==> src/common/decomp_defines.svh <==
`ifndef DECOMP_DEFINES_SVH
`define DECOMP_DEFINES_SVH

// memory side, one compress group arrives per memory word
`define MEM_BANDWIDTH 8                   // bytes returned per memory word
`define GROUP_BITS (`MEM_BANDWIDTH * 8)   // a compress group fills exactly one word

// layout of a compress unit, the zero run sits in the low bits
`define UNITS_PER_GROUP 5                 // units packed into bits 0 to 59
`define ZERO_BITS 4                       // zero run of up to 15
`define VAL_BITS 8                        // one feature map byte
`define UNIT_BITS (`ZERO_BITS + `VAL_BITS)

// end index value telling that every unit of the group is valid
`define END_ALL_VALID 7

// packets written into the global buffer
`define PACKET_BYTES 8

// one slot per outstanding word at the worst memory latency we expect
`define DATA_FIFO_DEPTH 16

`endif

==> src/common/decomp_pkg.sv <==
`include "decomp_defines.svh"

package decomp_pkg;

    // what is left of the word after the units, minus the end flag
    localparam int END_IDX_BITS = `GROUP_BITS - `UNITS_PER_GROUP * `UNIT_BITS - 1;

    // one zero run followed by one value
    typedef struct packed {
        logic [`VAL_BITS-1:0]  val;   // value byte in the upper bits
        logic [`ZERO_BITS-1:0] zero;  // zeros emitted before the value
    } compress_unit_t;

    // one memory word of the compressed stream
    typedef struct packed {
        logic                                  end_flag; // end unit carries a real value
        logic [END_IDX_BITS-1:0]               end_idx;  // index of the end unit, all ones if none
        compress_unit_t [`UNITS_PER_GROUP-1:0] units;    // unit 0 in bits 11:0
    } compress_group_t;

    // lane 0 is the first byte of the packet
    typedef logic [`PACKET_BYTES-1:0][`VAL_BITS-1:0] packet_data_t;
    typedef logic [`PACKET_BYTES-1:0]                packet_mask_t;  // one bit per lane

    typedef enum logic [1:0] {
        FETCH_IDLE,  // nothing requested since reset
        FETCH_RUN,   // requesting groups while there is room
        FETCH_DONE   // end group seen, further returns are dropped
    } fetch_state_e;

    typedef enum logic [1:0] {
        EXP_IDLE,    // no group held
        EXP_WALK,    // presenting units ahead of the last one
        EXP_LAST     // presenting the last unit of the held group
    } expand_state_e;

    typedef enum logic {
        PACK_FILL,   // placing bytes into the packet
        PACK_HOLD    // packet offered to the global buffer
    } pack_state_e;

endpackage

==> src/fetch/group_fetch.sv <==
`include "decomp_defines.svh"

module group_fetch
    import decomp_pkg::*;
(
    input  logic            layer23_gated_clk,
    input  logic            rst_n,
    input  logic            start,          // pulse, begins a new map
    input  compress_group_t mem_data,
    input  logic            mem_data_valid, // one pulse per accepted request, in order
    input  logic            mem_ack,
    input  logic            group_pop,      // expander has taken the head group
    output logic            mem_req,
    output logic            group_valid,
    output compress_group_t group
);

    localparam int PTR_BITS = $clog2(`DATA_FIFO_DEPTH);

    fetch_state_e state;

    compress_group_t data_fifo [`DATA_FIFO_DEPTH];  // returned groups waiting for the expander
    logic [PTR_BITS:0] wr_ptr;    // extra msb tells full from empty
    logic [PTR_BITS:0] rd_ptr;
    logic [PTR_BITS:0] inflight;  // accepted requests not yet answered
    logic [PTR_BITS:0] stored;    // entries currently in the fifo
    logic [PTR_BITS+1:0] used;    // slots already promised
    logic accept;
    logic store;
    logic pop;
    logic is_end;
    logic retire;

    assign stored = wr_ptr - rd_ptr;
    assign used   = {1'b0, inflight} + {1'b0, stored};

    // every request in flight owns a slot, so a returned group always finds room
    assign mem_req = (state == FETCH_RUN) && (used < (PTR_BITS + 2)'(`DATA_FIFO_DEPTH));
    assign accept  = mem_req & mem_ack;

    // data coming back after the end group belongs to nobody
    assign store  = mem_data_valid && (state == FETCH_RUN);
    assign is_end = mem_data.end_idx != END_IDX_BITS'(`END_ALL_VALID);
    assign retire = mem_data_valid && (inflight != '0);  // stray returns do not underflow

    assign group_valid = wr_ptr != rd_ptr;
    assign group       = data_fifo[rd_ptr[PTR_BITS-1:0]];
    assign pop         = group_pop & group_valid;

    always_ff @(posedge layer23_gated_clk or negedge rst_n) begin
        if (!rst_n) begin
            state <= FETCH_IDLE;
        end else if (start) begin
            state <= FETCH_RUN;
        end else if (store && is_end) begin
            state <= FETCH_DONE;  // the end group itself is still kept
        end
    end

    always_ff @(posedge layer23_gated_clk or negedge rst_n) begin
        if (!rst_n) begin
            wr_ptr   <= '0;
            rd_ptr   <= '0;
            inflight <= '0;
        end else if (start) begin
            wr_ptr   <= '0;  // a new map forgets whatever was left
            rd_ptr   <= '0;
            inflight <= '0;
        end else begin
            if (store) begin
                wr_ptr <= wr_ptr + 1'b1;
            end
            if (pop) begin
                rd_ptr <= rd_ptr + 1'b1;
            end
            case ({accept, retire})
                2'b10:   inflight <= inflight + 1'b1;
                2'b01:   inflight <= inflight - 1'b1;
                default: inflight <= inflight;  // both or neither leave the count alone
            endcase
        end
    end

    // the pointers tell which entries hold returned groups
    always_ff @(posedge layer23_gated_clk) begin
        if (store) begin
            data_fifo[wr_ptr[PTR_BITS-1:0]] <= mem_data;
        end
    end

endmodule

==> src/pack/packet_packer.sv <==
`include "decomp_defines.svh"

module packet_packer
    import decomp_pkg::*;
(
    input  logic           layer23_gated_clk,
    input  logic           rst_n,
    input  logic           start,
    input  logic           unit_valid,
    input  compress_unit_t unit,
    input  logic           unit_has_val,
    input  logic           unit_last,
    input  logic           ifmap_buffer_req,  // level from the global buffer
    output logic           unit_take,
    output logic           decompressor_ack,
    output packet_data_t   packet_data,
    output packet_mask_t   packet_mask
);

    localparam int LANE_BITS = $clog2(`PACKET_BYTES) + 1;  // counts 0 to 8 lanes
    localparam int NEED_BITS = `ZERO_BITS + 1;             // a full zero run plus the value
    localparam logic [LANE_BITS-1:0] ALL_SLOTS = LANE_BITS'(`PACKET_BYTES);

    pack_state_e state;

    packet_data_t data_q;
    packet_mask_t mask_q;
    packet_data_t data_next;
    packet_mask_t mask_next;
    logic [LANE_BITS-1:0] slots_left;    // free lanes in the packet under construction
    logic [LANE_BITS-1:0] fill_ptr;      // first free lane
    logic [LANE_BITS-1:0] slots_next;
    logic [`ZERO_BITS-1:0] zeros_left;   // zeros still owed by a unit split over packets
    logic [`ZERO_BITS-1:0] zeros;        // zeros to place for the current unit
    logic [NEED_BITS-1:0] need;          // bytes the current unit still has to place
    logic [NEED_BITS-1:0] placed;        // bytes placed this cycle
    logic mid_unit;
    logic fits;
    logic place;
    logic xfer;

    assign fill_ptr = ALL_SLOTS - slots_left;
    assign zeros    = mid_unit ? zeros_left : unit.zero;
    assign need     = NEED_BITS'(zeros) + NEED_BITS'(unit_has_val);
    assign fits     = need <= NEED_BITS'(slots_left);

    assign place      = (state == PACK_FILL) && unit_valid;
    assign unit_take  = place && fits;  // a unit that does not fit stays upstream
    assign placed     = fits ? need : NEED_BITS'(slots_left);
    assign slots_next = slots_left - LANE_BITS'(placed);

    assign xfer             = (state == PACK_HOLD) && ifmap_buffer_req;
    assign decompressor_ack = state == PACK_HOLD;
    assign packet_data      = data_q;
    assign packet_mask      = mask_q;

    // zeros go first, the value lands right after them
    // a unit that does not fit only ever places zeros, its value lane is past the packet
    always_comb begin
        data_next = data_q;
        mask_next = mask_q;
        for (int i = 0; i < `PACKET_BYTES; i++) begin
            if ((i >= fill_ptr) && (i < fill_ptr + placed)) begin
                mask_next[i] = 1'b1;
                data_next[i] = (unit_has_val && (i == fill_ptr + zeros)) ? unit.val : '0;
            end
        end
    end

    always_ff @(posedge layer23_gated_clk or negedge rst_n) begin
        if (!rst_n) begin
            state      <= PACK_FILL;
            slots_left <= ALL_SLOTS;
            mask_q     <= '0;
            mid_unit   <= 1'b0;
            zeros_left <= '0;
        end else if (start) begin
            state      <= PACK_FILL;
            slots_left <= ALL_SLOTS;
            mask_q     <= '0;
            mid_unit   <= 1'b0;
            zeros_left <= '0;
        end else if (xfer) begin
            state      <= PACK_FILL;  // packet gone, begin an empty one
            slots_left <= ALL_SLOTS;
            mask_q     <= '0;
        end else if (place) begin
            mask_q     <= mask_next;
            slots_left <= slots_next;
            mid_unit   <= !fits;
            if (!fits) begin
                zeros_left <= zeros - `ZERO_BITS'(placed);  // carried into the next packet
            end
            // full packet, or the tail of the map in a partly filled one
            if ((slots_next == '0) || (fits && unit_last && (slots_next != ALL_SLOTS))) begin
                state <= PACK_HOLD;
            end
        end
    end

    // lanes outside the mask read as zero
    always_ff @(posedge layer23_gated_clk) begin
        if (start || xfer) begin
            data_q <= '0;
        end else if (place) begin
            data_q <= data_next;
        end
    end

endmodule

==> src/decompressor.sv <==
module decompressor
    import decomp_pkg::*;
(
    input  logic            layer23_gated_clk,  // already gated outside for layers 2 and 3
    input  logic            rst_n,
    input  logic            start,
    input  compress_group_t mem_data,
    input  logic            mem_data_valid,
    input  logic            mem_ack,
    input  logic            ifmap_buffer_req,
    output logic            mem_req,
    output logic            decompressor_ack,   // packet on packet_data is valid
    output packet_data_t    packet_data,
    output packet_mask_t    packet_mask
);

    // fetch to expander
    logic            group_valid;
    logic            group_pop;
    compress_group_t group;

    // expander to packer
    logic           unit_valid;
    logic           unit_take;
    compress_unit_t unit;
    logic           unit_has_val;
    logic           unit_last;

    // memory requests and the group fifo
    group_fetch u_fetch (
        .layer23_gated_clk (layer23_gated_clk),
        .rst_n             (rst_n),
        .start             (start),
        .mem_data          (mem_data),
        .mem_data_valid    (mem_data_valid),
        .mem_ack           (mem_ack),
        .group_pop         (group_pop),
        .mem_req           (mem_req),
        .group_valid       (group_valid),
        .group             (group)
    );

    // one compress unit per cycle out of the head group
    unit_expander u_expand (
        .layer23_gated_clk (layer23_gated_clk),
        .rst_n             (rst_n),
        .start             (start),
        .group_valid       (group_valid),
        .group             (group),
        .unit_take         (unit_take),
        .group_pop         (group_pop),
        .unit_valid        (unit_valid),
        .unit              (unit),
        .unit_has_val      (unit_has_val),
        .unit_last         (unit_last)
    );

    // zero expansion and 8-byte packets for the global buffer
    packet_packer u_pack (
        .layer23_gated_clk (layer23_gated_clk),
        .rst_n             (rst_n),
        .start             (start),
        .unit_valid        (unit_valid),
        .unit              (unit),
        .unit_has_val      (unit_has_val),
        .unit_last         (unit_last),
        .ifmap_buffer_req  (ifmap_buffer_req),
        .unit_take         (unit_take),
        .decompressor_ack  (decompressor_ack),
        .packet_data       (packet_data),
        .packet_mask       (packet_mask)
    );

endmodule

==> src/unit_expander.sv <==
`include "decomp_defines.svh"

module unit_expander
    import decomp_pkg::*;
(
    input  logic            layer23_gated_clk,
    input  logic            rst_n,
    input  logic            start,
    input  logic            group_valid,
    input  compress_group_t group,         // head of the data fifo
    input  logic            unit_take,     // packer consumes the unit this cycle
    output logic            group_pop,
    output logic            unit_valid,
    output compress_unit_t  unit,
    output logic            unit_has_val,  // value byte of this unit is real
    output logic            unit_last      // final unit of the whole map
);

    localparam int IDX_BITS = $clog2(`UNITS_PER_GROUP);
    localparam logic [IDX_BITS-1:0] LAST_FULL = IDX_BITS'(`UNITS_PER_GROUP - 1);

    expand_state_e state;

    compress_group_t cur_group;   // group being walked
    logic [IDX_BITS-1:0] unit_idx;
    logic [IDX_BITS-1:0] cur_last;  // last unit to present from cur_group
    logic [IDX_BITS-1:0] new_last;  // same for the group at the fifo head
    logic cur_is_end;
    logic load;

    // effective last unit, the end index or the top unit of a full group
    function automatic logic [IDX_BITS-1:0] last_unit(input compress_group_t g);
        if (g.end_idx == END_IDX_BITS'(`END_ALL_VALID)) begin
            return LAST_FULL;
        end
        return IDX_BITS'(g.end_idx);
    endfunction

    assign cur_is_end = cur_group.end_idx != END_IDX_BITS'(`END_ALL_VALID);
    assign cur_last   = last_unit(cur_group);
    assign new_last   = last_unit(group);

    // take a group when idle, or straight after the last unit so the stream has no gap
    assign load = !start && group_valid &&
                  ((state == EXP_IDLE) ||
                   ((state == EXP_LAST) && unit_take && !cur_is_end));
    assign group_pop = load;

    assign unit_valid = state != EXP_IDLE;
    assign unit       = cur_group.units[unit_idx];

    // in EXP_LAST the index equals the end index when the group is an end group
    assign unit_last    = (state == EXP_LAST) && cur_is_end;
    assign unit_has_val = !unit_last || cur_group.end_flag;  // a flag of 0 drops the end value

    always_ff @(posedge layer23_gated_clk or negedge rst_n) begin
        if (!rst_n) begin
            state    <= EXP_IDLE;
            unit_idx <= '0;
        end else if (start) begin
            state    <= EXP_IDLE;
            unit_idx <= '0;
        end else if (load) begin
            unit_idx <= '0;
            state    <= (new_last == '0) ? EXP_LAST : EXP_WALK;  // end at unit 0 skips the walk
        end else if (unit_take) begin
            case (state)
                EXP_WALK: begin
                    unit_idx <= unit_idx + 1'b1;
                    if (unit_idx + 1'b1 == cur_last) begin
                        state <= EXP_LAST;
                    end
                end
                EXP_LAST: begin
                    state <= EXP_IDLE;  // either the map ended or the fifo ran dry
                end
                default: begin
                    state <= EXP_IDLE;
                end
            endcase
        end
    end

    // the head group is copied in when it is popped
    always_ff @(posedge layer23_gated_clk) begin
        if (load) begin
            cur_group <= group;
        end
    end

endmodule

==> config.mk <==
export PLATFORM = sky130hd
export DESIGN_NAME = decompressor
export DESIGN_NICKNAME = d
export VERILOG_FILES = /design/src/common/decomp_pkg.sv /design/src/fetch/group_fetch.sv /design/src/pack/packet_packer.sv /design/src/decompressor.sv /design/src/unit_expander.sv
export VERILOG_INCLUDE_DIRS = /design/src /design/src/common
export SDC_FILE = /design/constraint.sdc
export NUM_CORES = 1
export LEC_CHECK = 0
export BUFFER_PORTS_ARGS = -buffer_cell sky130_fd_sc_hd__buf_2
export CAP_MARGIN = 30
export CORE_UTILIZATION = 29
export CTS_CLUSTER_DIAMETER = 100
export DETAILED_ROUTE_END_ITERATION = 10
export PLACE_DENSITY = 0.49
export SLEW_MARGIN = 5
export SYNTH_ARGS = -nofsm -noshare
export SYNTH_HDL_FRONTEND = slang
export SYNTH_HIERARCHICAL = 1
export SYNTH_SLANG_ARGS = --single-unit
==> constraint.sdc <==
create_clock -name layer23_gated_clk -period 13.8 [get_ports layer23_gated_clk]
set_input_delay 1.38 -clock layer23_gated_clk [delete_from_list [all_inputs] [get_ports layer23_gated_clk]]
set_output_delay 1.38 -clock layer23_gated_clk [all_outputs]
set_load 0.05 [all_outputs]
# Yosys cells after proc, flatten, opt, wreduce, memory -nomap -nowiden
# Memory sizes are Yosys's and may differ from the RTL's.
# Index checks and enable logic that the tools add are counted.
[totals] input_bits=70 regBits=168 out_inout_bits=74 ramBits=1024 wordCells=241 memories=1
[mem_list] memory="u_fetch.data_fifo" words=16 word_bits=64 read_ports=1 rd_ports_with_merged_regs=0 wr=1 line_no="group_fetch.sv:22" text="compress_group_t data_fifo [`DATA_FIFO_DEPTH];"
[op_classes] n_addsub=13 magnitude_cmp=19 n_eq_ne=22 reduce_logical=82 muxes=63 bitwise_logic=3
[op_table] cell="$eq A3 B32 Y1 const A" count=4
[op_table] cell="$lt A3 B32 Y1 const A" count=4
[op_table] cell="$mux W8" count=11
[op_table] cell="$eq A2 B32 Y1 const A" count=2
[op_table] cell="$lt A1 B32 Y1 const A" count=2
[op_table] cell="$lt A2 B32 Y1 const A" count=2
[op_table] cell="$reduce_and A2 Y1" count=20
[op_table] cell="$reduce_bool A3 Y1" count=13
[op_table] cell="$bmux W12 S3" count=1
[op_table] cell="$eq A1 B32 Y1 const A" count=1
[op_table] cell="$logic_not A32 Y1" count=1
[op_table] cell="$mux W4" count=8
[op_table] cell="$logic_and A1 B1 Y1" count=30
[op_table] cell="$mux W5" count=6
[op_table] cell="$mux W3" count=8
[op_table] cell="$mux W1" count=19
[op_table] cell="$ge A3 B4 Y1 const A" count=4
[op_table] cell="$mux W2" count=8
[op_table] cell="$add A5 B1 Y5 const B" count=3
[op_table] cell="$mux W12" count=1
[op_table] cell="$pmux W5 S2" count=1
[op_table] cell="$reduce_bool A2 Y1" count=5
[op_table] cell="$ge A1 B4 Y1 const A" count=2
[op_table] cell="$ge A2 B4 Y1 const A" count=2
[op_table] cell="other kinds (30)" count=44

# Logic depth before layout (Yosys ltp)
[depth] word_depth=15 depth_mapped=27 ltp_nobuf=23

# Cells and area by module
# The synthesis kept the hierarchy.
[by_module_without_submodules] module="group_fetch" area_per_inst_um2=40188.5 cells_each=1914 n_inst=1
[by_module_without_submodules] module="packet_packer" area_per_inst_um2=4070.2 cells_each=475 n_inst=1
[by_module_without_submodules] module="unit_expander" area_per_inst_um2=2798.9 cells_each=178 n_inst=1

# Worst setup path after synthesis
# OpenSTA, ideal clock, no wires.
[synth_timing] path_kind="register to register" from="reg u_expand.unit_idx[0]" to="reg u_fetch.rd_ptr[3]" setup_ns=0.132 t_arrival_ns=7.381 slack_ns=6.287 required_ns=13.668 synth_period_minus_slack_ns=7.513 path_buffers=3 path_stages_with_launch=24 path_cell_list="dfrtp_1 > buf_2 > buf_2 > mux2i_1 > o22ai_1 > mux2i_1 > inv_1 > ha_1 > ha_1 > xor2_1 > ha_1 > a21oi_1 > o221ai_1 > a22oi_1 > clkbuf_1 > and2_1 > nand4_1 > a21oi_1 > nor2b_1 > inv_1 > a41oi_1 > nand4_1 > xnor2_1 > nor2_1"
[synth_lines] item="from (decl)" line_no="unit_expander.sv:25" text="logic [IDX_BITS-1:0] unit_idx;"
[synth_lines] item="from (signal assigned)" line_no="unit_expander.sv:69" text="unit_idx <= unit_idx + 1'b1;"
[synth_lines] item="to (signal assigned)" line_no="group_fetch.sv:74" text="rd_ptr <= rd_ptr + 1'b1;"
[synth_lines] item="to (decl)" line_no="group_fetch.sv:24" text="logic [PTR_BITS:0] rd_ptr;"

==> summary.md <==
| Metric | Value |
|---|---|
| Hold Path Class | `flip-flop to flip-flop` |
| Hold-fix buffers, CTS | `0` |
| Most frequent CP cell | `ha_1` |
| Util after Layout | `33.8%` |
| Most common cell after layout, fill and taps aside | `edfxtp_1` |
| TritonCTS clock tree | `yes` |
| Die ar. | `0.164 mm²` |
| Yosys cell types | `74` |
| Post-synth EDFFs | `1088` |
| Final setup violation count | `0` |
| Synthesized area | `0.0471 mm²` |
| Max clock buf depth | `3` |
| Prevailing post-synth register cell | `edfxtp_1` |
| Crit path max fanout | `17` |
| Max_cap viols | `0` |
| Via Count | `24100` |
| Startpoint types | `flip-flop` |
| Commonest non-fill, non-tap cells in the layout | `edfxtp_1, nand2_1, mux4_2, buf_2, clkbuf_16` |
| # resized after CTS | `0` |
| Share of cells above drive strength 1 | `23.3%` |
| Num rows | `147` |
| PwrDens | `163 mW/mm²` |
| GRT Total Usage | `14.9%` |
| Sw Ratio | `26.9%` |
| Final Max Slew Viols | `0` |
| Crit end category | `flip-flop` |
| Number of global-route vias before repair | `24300` |
| Syn Inst Count | `2567` |
| Clock power frac | `37.6%` |
| # IOs | `144` |
| Synth top area share | `69.4%` |
| RSZ-0062 raised after global routing | `no` |
| Port Buf Inserts | `143` |
| Largest cells by area after synthesis | `edfxtp_1, mux4_2, dfxtp_1` |
| Fraction of registers with async set/reset | `3.36%` |
| First-pass GRT wire length | `176000 µm` |
| Register bit total from synthesis | `1192` |
| Initial antenna violation count | `25` |
| Sequential area share after synthesis | `74.3%` |
| CP arrival | `6.89 ns` |
| Critical path class | `flip-flop to flip-flop` |
| Routed len/inst | `24.2 µm` |
| Initial Utilization | `29.3%` |
| Fin nets | `2872` |
| DRC violation count after routing | `0` |
| Clock skew | `0.0343 ns` |
| Mean Syn Cell Area | `18.3 µm²` |
| Post-DP HPWL | `66200 µm` |
| Sequential power share | `46.5%` |
| Final wirelength | `122000 µm` |
| Clock Sinks | `1192` |
| Yosys warning count | `6` |
| Status | `finished clean` |
| Minimum clock period | `6.29 ns` |
| Max VDD drop | `0.129 mV` |
| CTS clock-pin slew for the worst setup and hold paths | `0.06 ns` |
| Critical Path RT | `14.40 ns` |
| Comb pwr share | `15.9%` |
| Clock latency on the worst-skew pair | `0.76 ns` |
| Largest net degree at the start of global routing | `127` |
| Die width | `405 µm` |
| Root Buffer | `clkbuf_16` |
| Total CTS buffers | `130` |
| Antenna-violating nets left | `0` |
| Fmax achieved | `0.159 GHz` |
| Post-synth top area cell | `edfxtp_1` |
| Pleak | `17.4 nW` |
| DIE HEIGHT | `405 µm` |
| Worst-margin pin slew | `1.02 ns` |
| Final setup TNS | `0 ns` |
| Final Cycle Share | `45.6%` |
| Routability cong. | `0.780` |
| Critical Path, Cell by Cell | `nor2b_1, a21oi_1, o22ai_1, mux2i_1, inv_1, ha_1, xor2_1, ha_1, a21oi_1, o221ai_1, a22oi_1, buf_4, o21ai_0, ha_1, fa_1, nor2_1, o21ba_1, or4_4, o311ai_4, o21ai_0` |
| Vias/cell | `4.80` |
| Crit path max-delay cell type | `dfrtp_1` |
| Core Area | `0.161 mm²` |
| H-tree levels | `4` |
| Syn nets | `2684` |
| First drt pass iteration count | `7` |
| Layout area overhead | `15.3%` |
| Gr ovfl total | `0` |
| Post-CTS Setup Bufs | `0` |
| DRT iter0 DRCs | `1676` |
| Internal power | `6.45 mW` |
| Worst relative slew slack | `32.1%` |
| Slowest cell delay on critical path | `0.67 ns` |
| Psw | `2.38 mW` |
| Final Hold Vio Count | `0` |
-- worst max-delay path, delay by kind of cell (launching register included) --
family | cells | cell delay, ns
muxes | 1 | 0.21
AOI/OAI and AO/OA | 9 | 2.15
buffers and inverters | 2 | 0.41
adders and majority gates | 4 | 1.22
and+or+nand+nor | 3 | 1.25
xor gates and xnor gates | 1 | 0.19
DFF | 1 | 0.67
-- power groups by stage --
stage / Clock [mW] / Sequential, mW / Combinational, mW
after global routing: 3.54 / 4.12 / 1.56
after detailed placement: 0 / 4.18 / 1.41
final: 3.32 / 4.11 / 1.40
after CTS: 3.42 / 4.11 / 1.42
after floorplan: 0 / 4.21 / 0.967
after global placement: 0 / 4.18 / 1.40
-- cell usage after synthesis, drive strengths merged (5+ instances only) --
master,n
buf,78
nor3,10
nor2,56
or3,5
mux4,257
dfxtp,64
a22o,8
a21oi,46
nand3,66
dfrtp,39
o22ai,11
a211oi,6
nor2b,9
clkbuf,60
xnor2,19
a31oi,65
o21ai,63
nand2,339
nor4,5
and2,19
a21o,10
nand2b,5
edfxtp,1088
nand4,8
fa,6
xor2,10
ha,41
mux2i,28
inv,39
and3,66
-- registers in the layout, summed over array words and instances (netlist names) --
register                 count
u_expand/unit_idx            3
u_pack/zeros_left            4
u_pack/mid_unit              1
u_fetch/data_fifo         1024
u_fetch/inflight             5
u_pack/packet_mask           8
u_fetch/state                2
u_pack/decompressor_ack      1
u_expand/cur_group          64
u_fetch/wr_ptr               5
u_fetch/rd_ptr               5
u_expand/state               2
u_pack/slots_left            4
u_pack/packet_data          64
-- final timing paths --
path / to / slack [ns] / start / cells after the start
setup / recovery: u_pack/packet_data[7]$_SDFFE_PN0P_ / 7.51 / u_expand/unit_idx[2]$_DFFE_PN0P_ / 20
hold / removal: u_pack/packet_data[24]$_SDFFE_PN0P_ / 0.45 / u_pack/packet_data[24]$_SDFFE_PN0P_ / 2
setup reg to reg: u_pack/packet_data[7]$_SDFFE_PN0P_ / 7.51 / u_expand/unit_idx[2]$_DFFE_PN0P_ / 20
hold reg to reg: u_pack/packet_data[24]$_SDFFE_PN0P_ / 0.45 / u_pack/packet_data[24]$_SDFFE_PN0P_ / 2
max in group asynchronous: u_fetch/rd_ptr[3]$_DFFE_PN0P_ / 12.55 / rst_n / 2
min in group asynchronous: u_pack/zeros_left[0]$_DFFE_PN0P_ / 0.75 / rst_n / 2
-- layout make-up --
type	instances	area [µm²]
clock inverters	61	504
well taps	2160	2700
diodes	2	5.00
repair buffers	194	1140
clock buffers	171	3550
inverters	39	150
multi-input cells	1198	11300
fillers	15400	106000
flip-flops and latches	1192	35000
-- routing by layer --
| metal | track usage, % | wire length [µm] |
|---|---|---|
| met5 | 0 | 215 |
| met4 | 3.85 | 2410 |
| met2 | 24.2 | 58500 |
| met1 | 20.1 | 53900 |
| met3 | 3.25 | 6470 |
-- logic make-up after synthesis --
group                    Yosys count  share of synthesized area [%]
flip-flops                      1192                           74.3
AND/OR/NAND/NOR                  604                           5.93
multiplexers                     287                           12.9
AO/OA/AOI/OAI                    231                           3.03
buffers and inverters            177                           1.92
adder cells (fa/ha/maj)           47                           1.35
XOR/XNOR                          29                          0.540
-- per-stage QoR --
stage,worst slack (ns),power [mW],hold slack (ns),area [µm²],cells
global placement,7.52,5.58,0.440,50200,4779
global route,6.98,9.21,0.465,54300,5016
floorplan,6.29,5.18,0.456,47100,2567
detailed placement,7.60,5.60,0.446,50200,4783
CTS,7.56,8.95,0.454,54300,5015
finish,7.51,8.83,0.452,54300,5017
No activity file was read; power rests on OpenSTA's default activity.
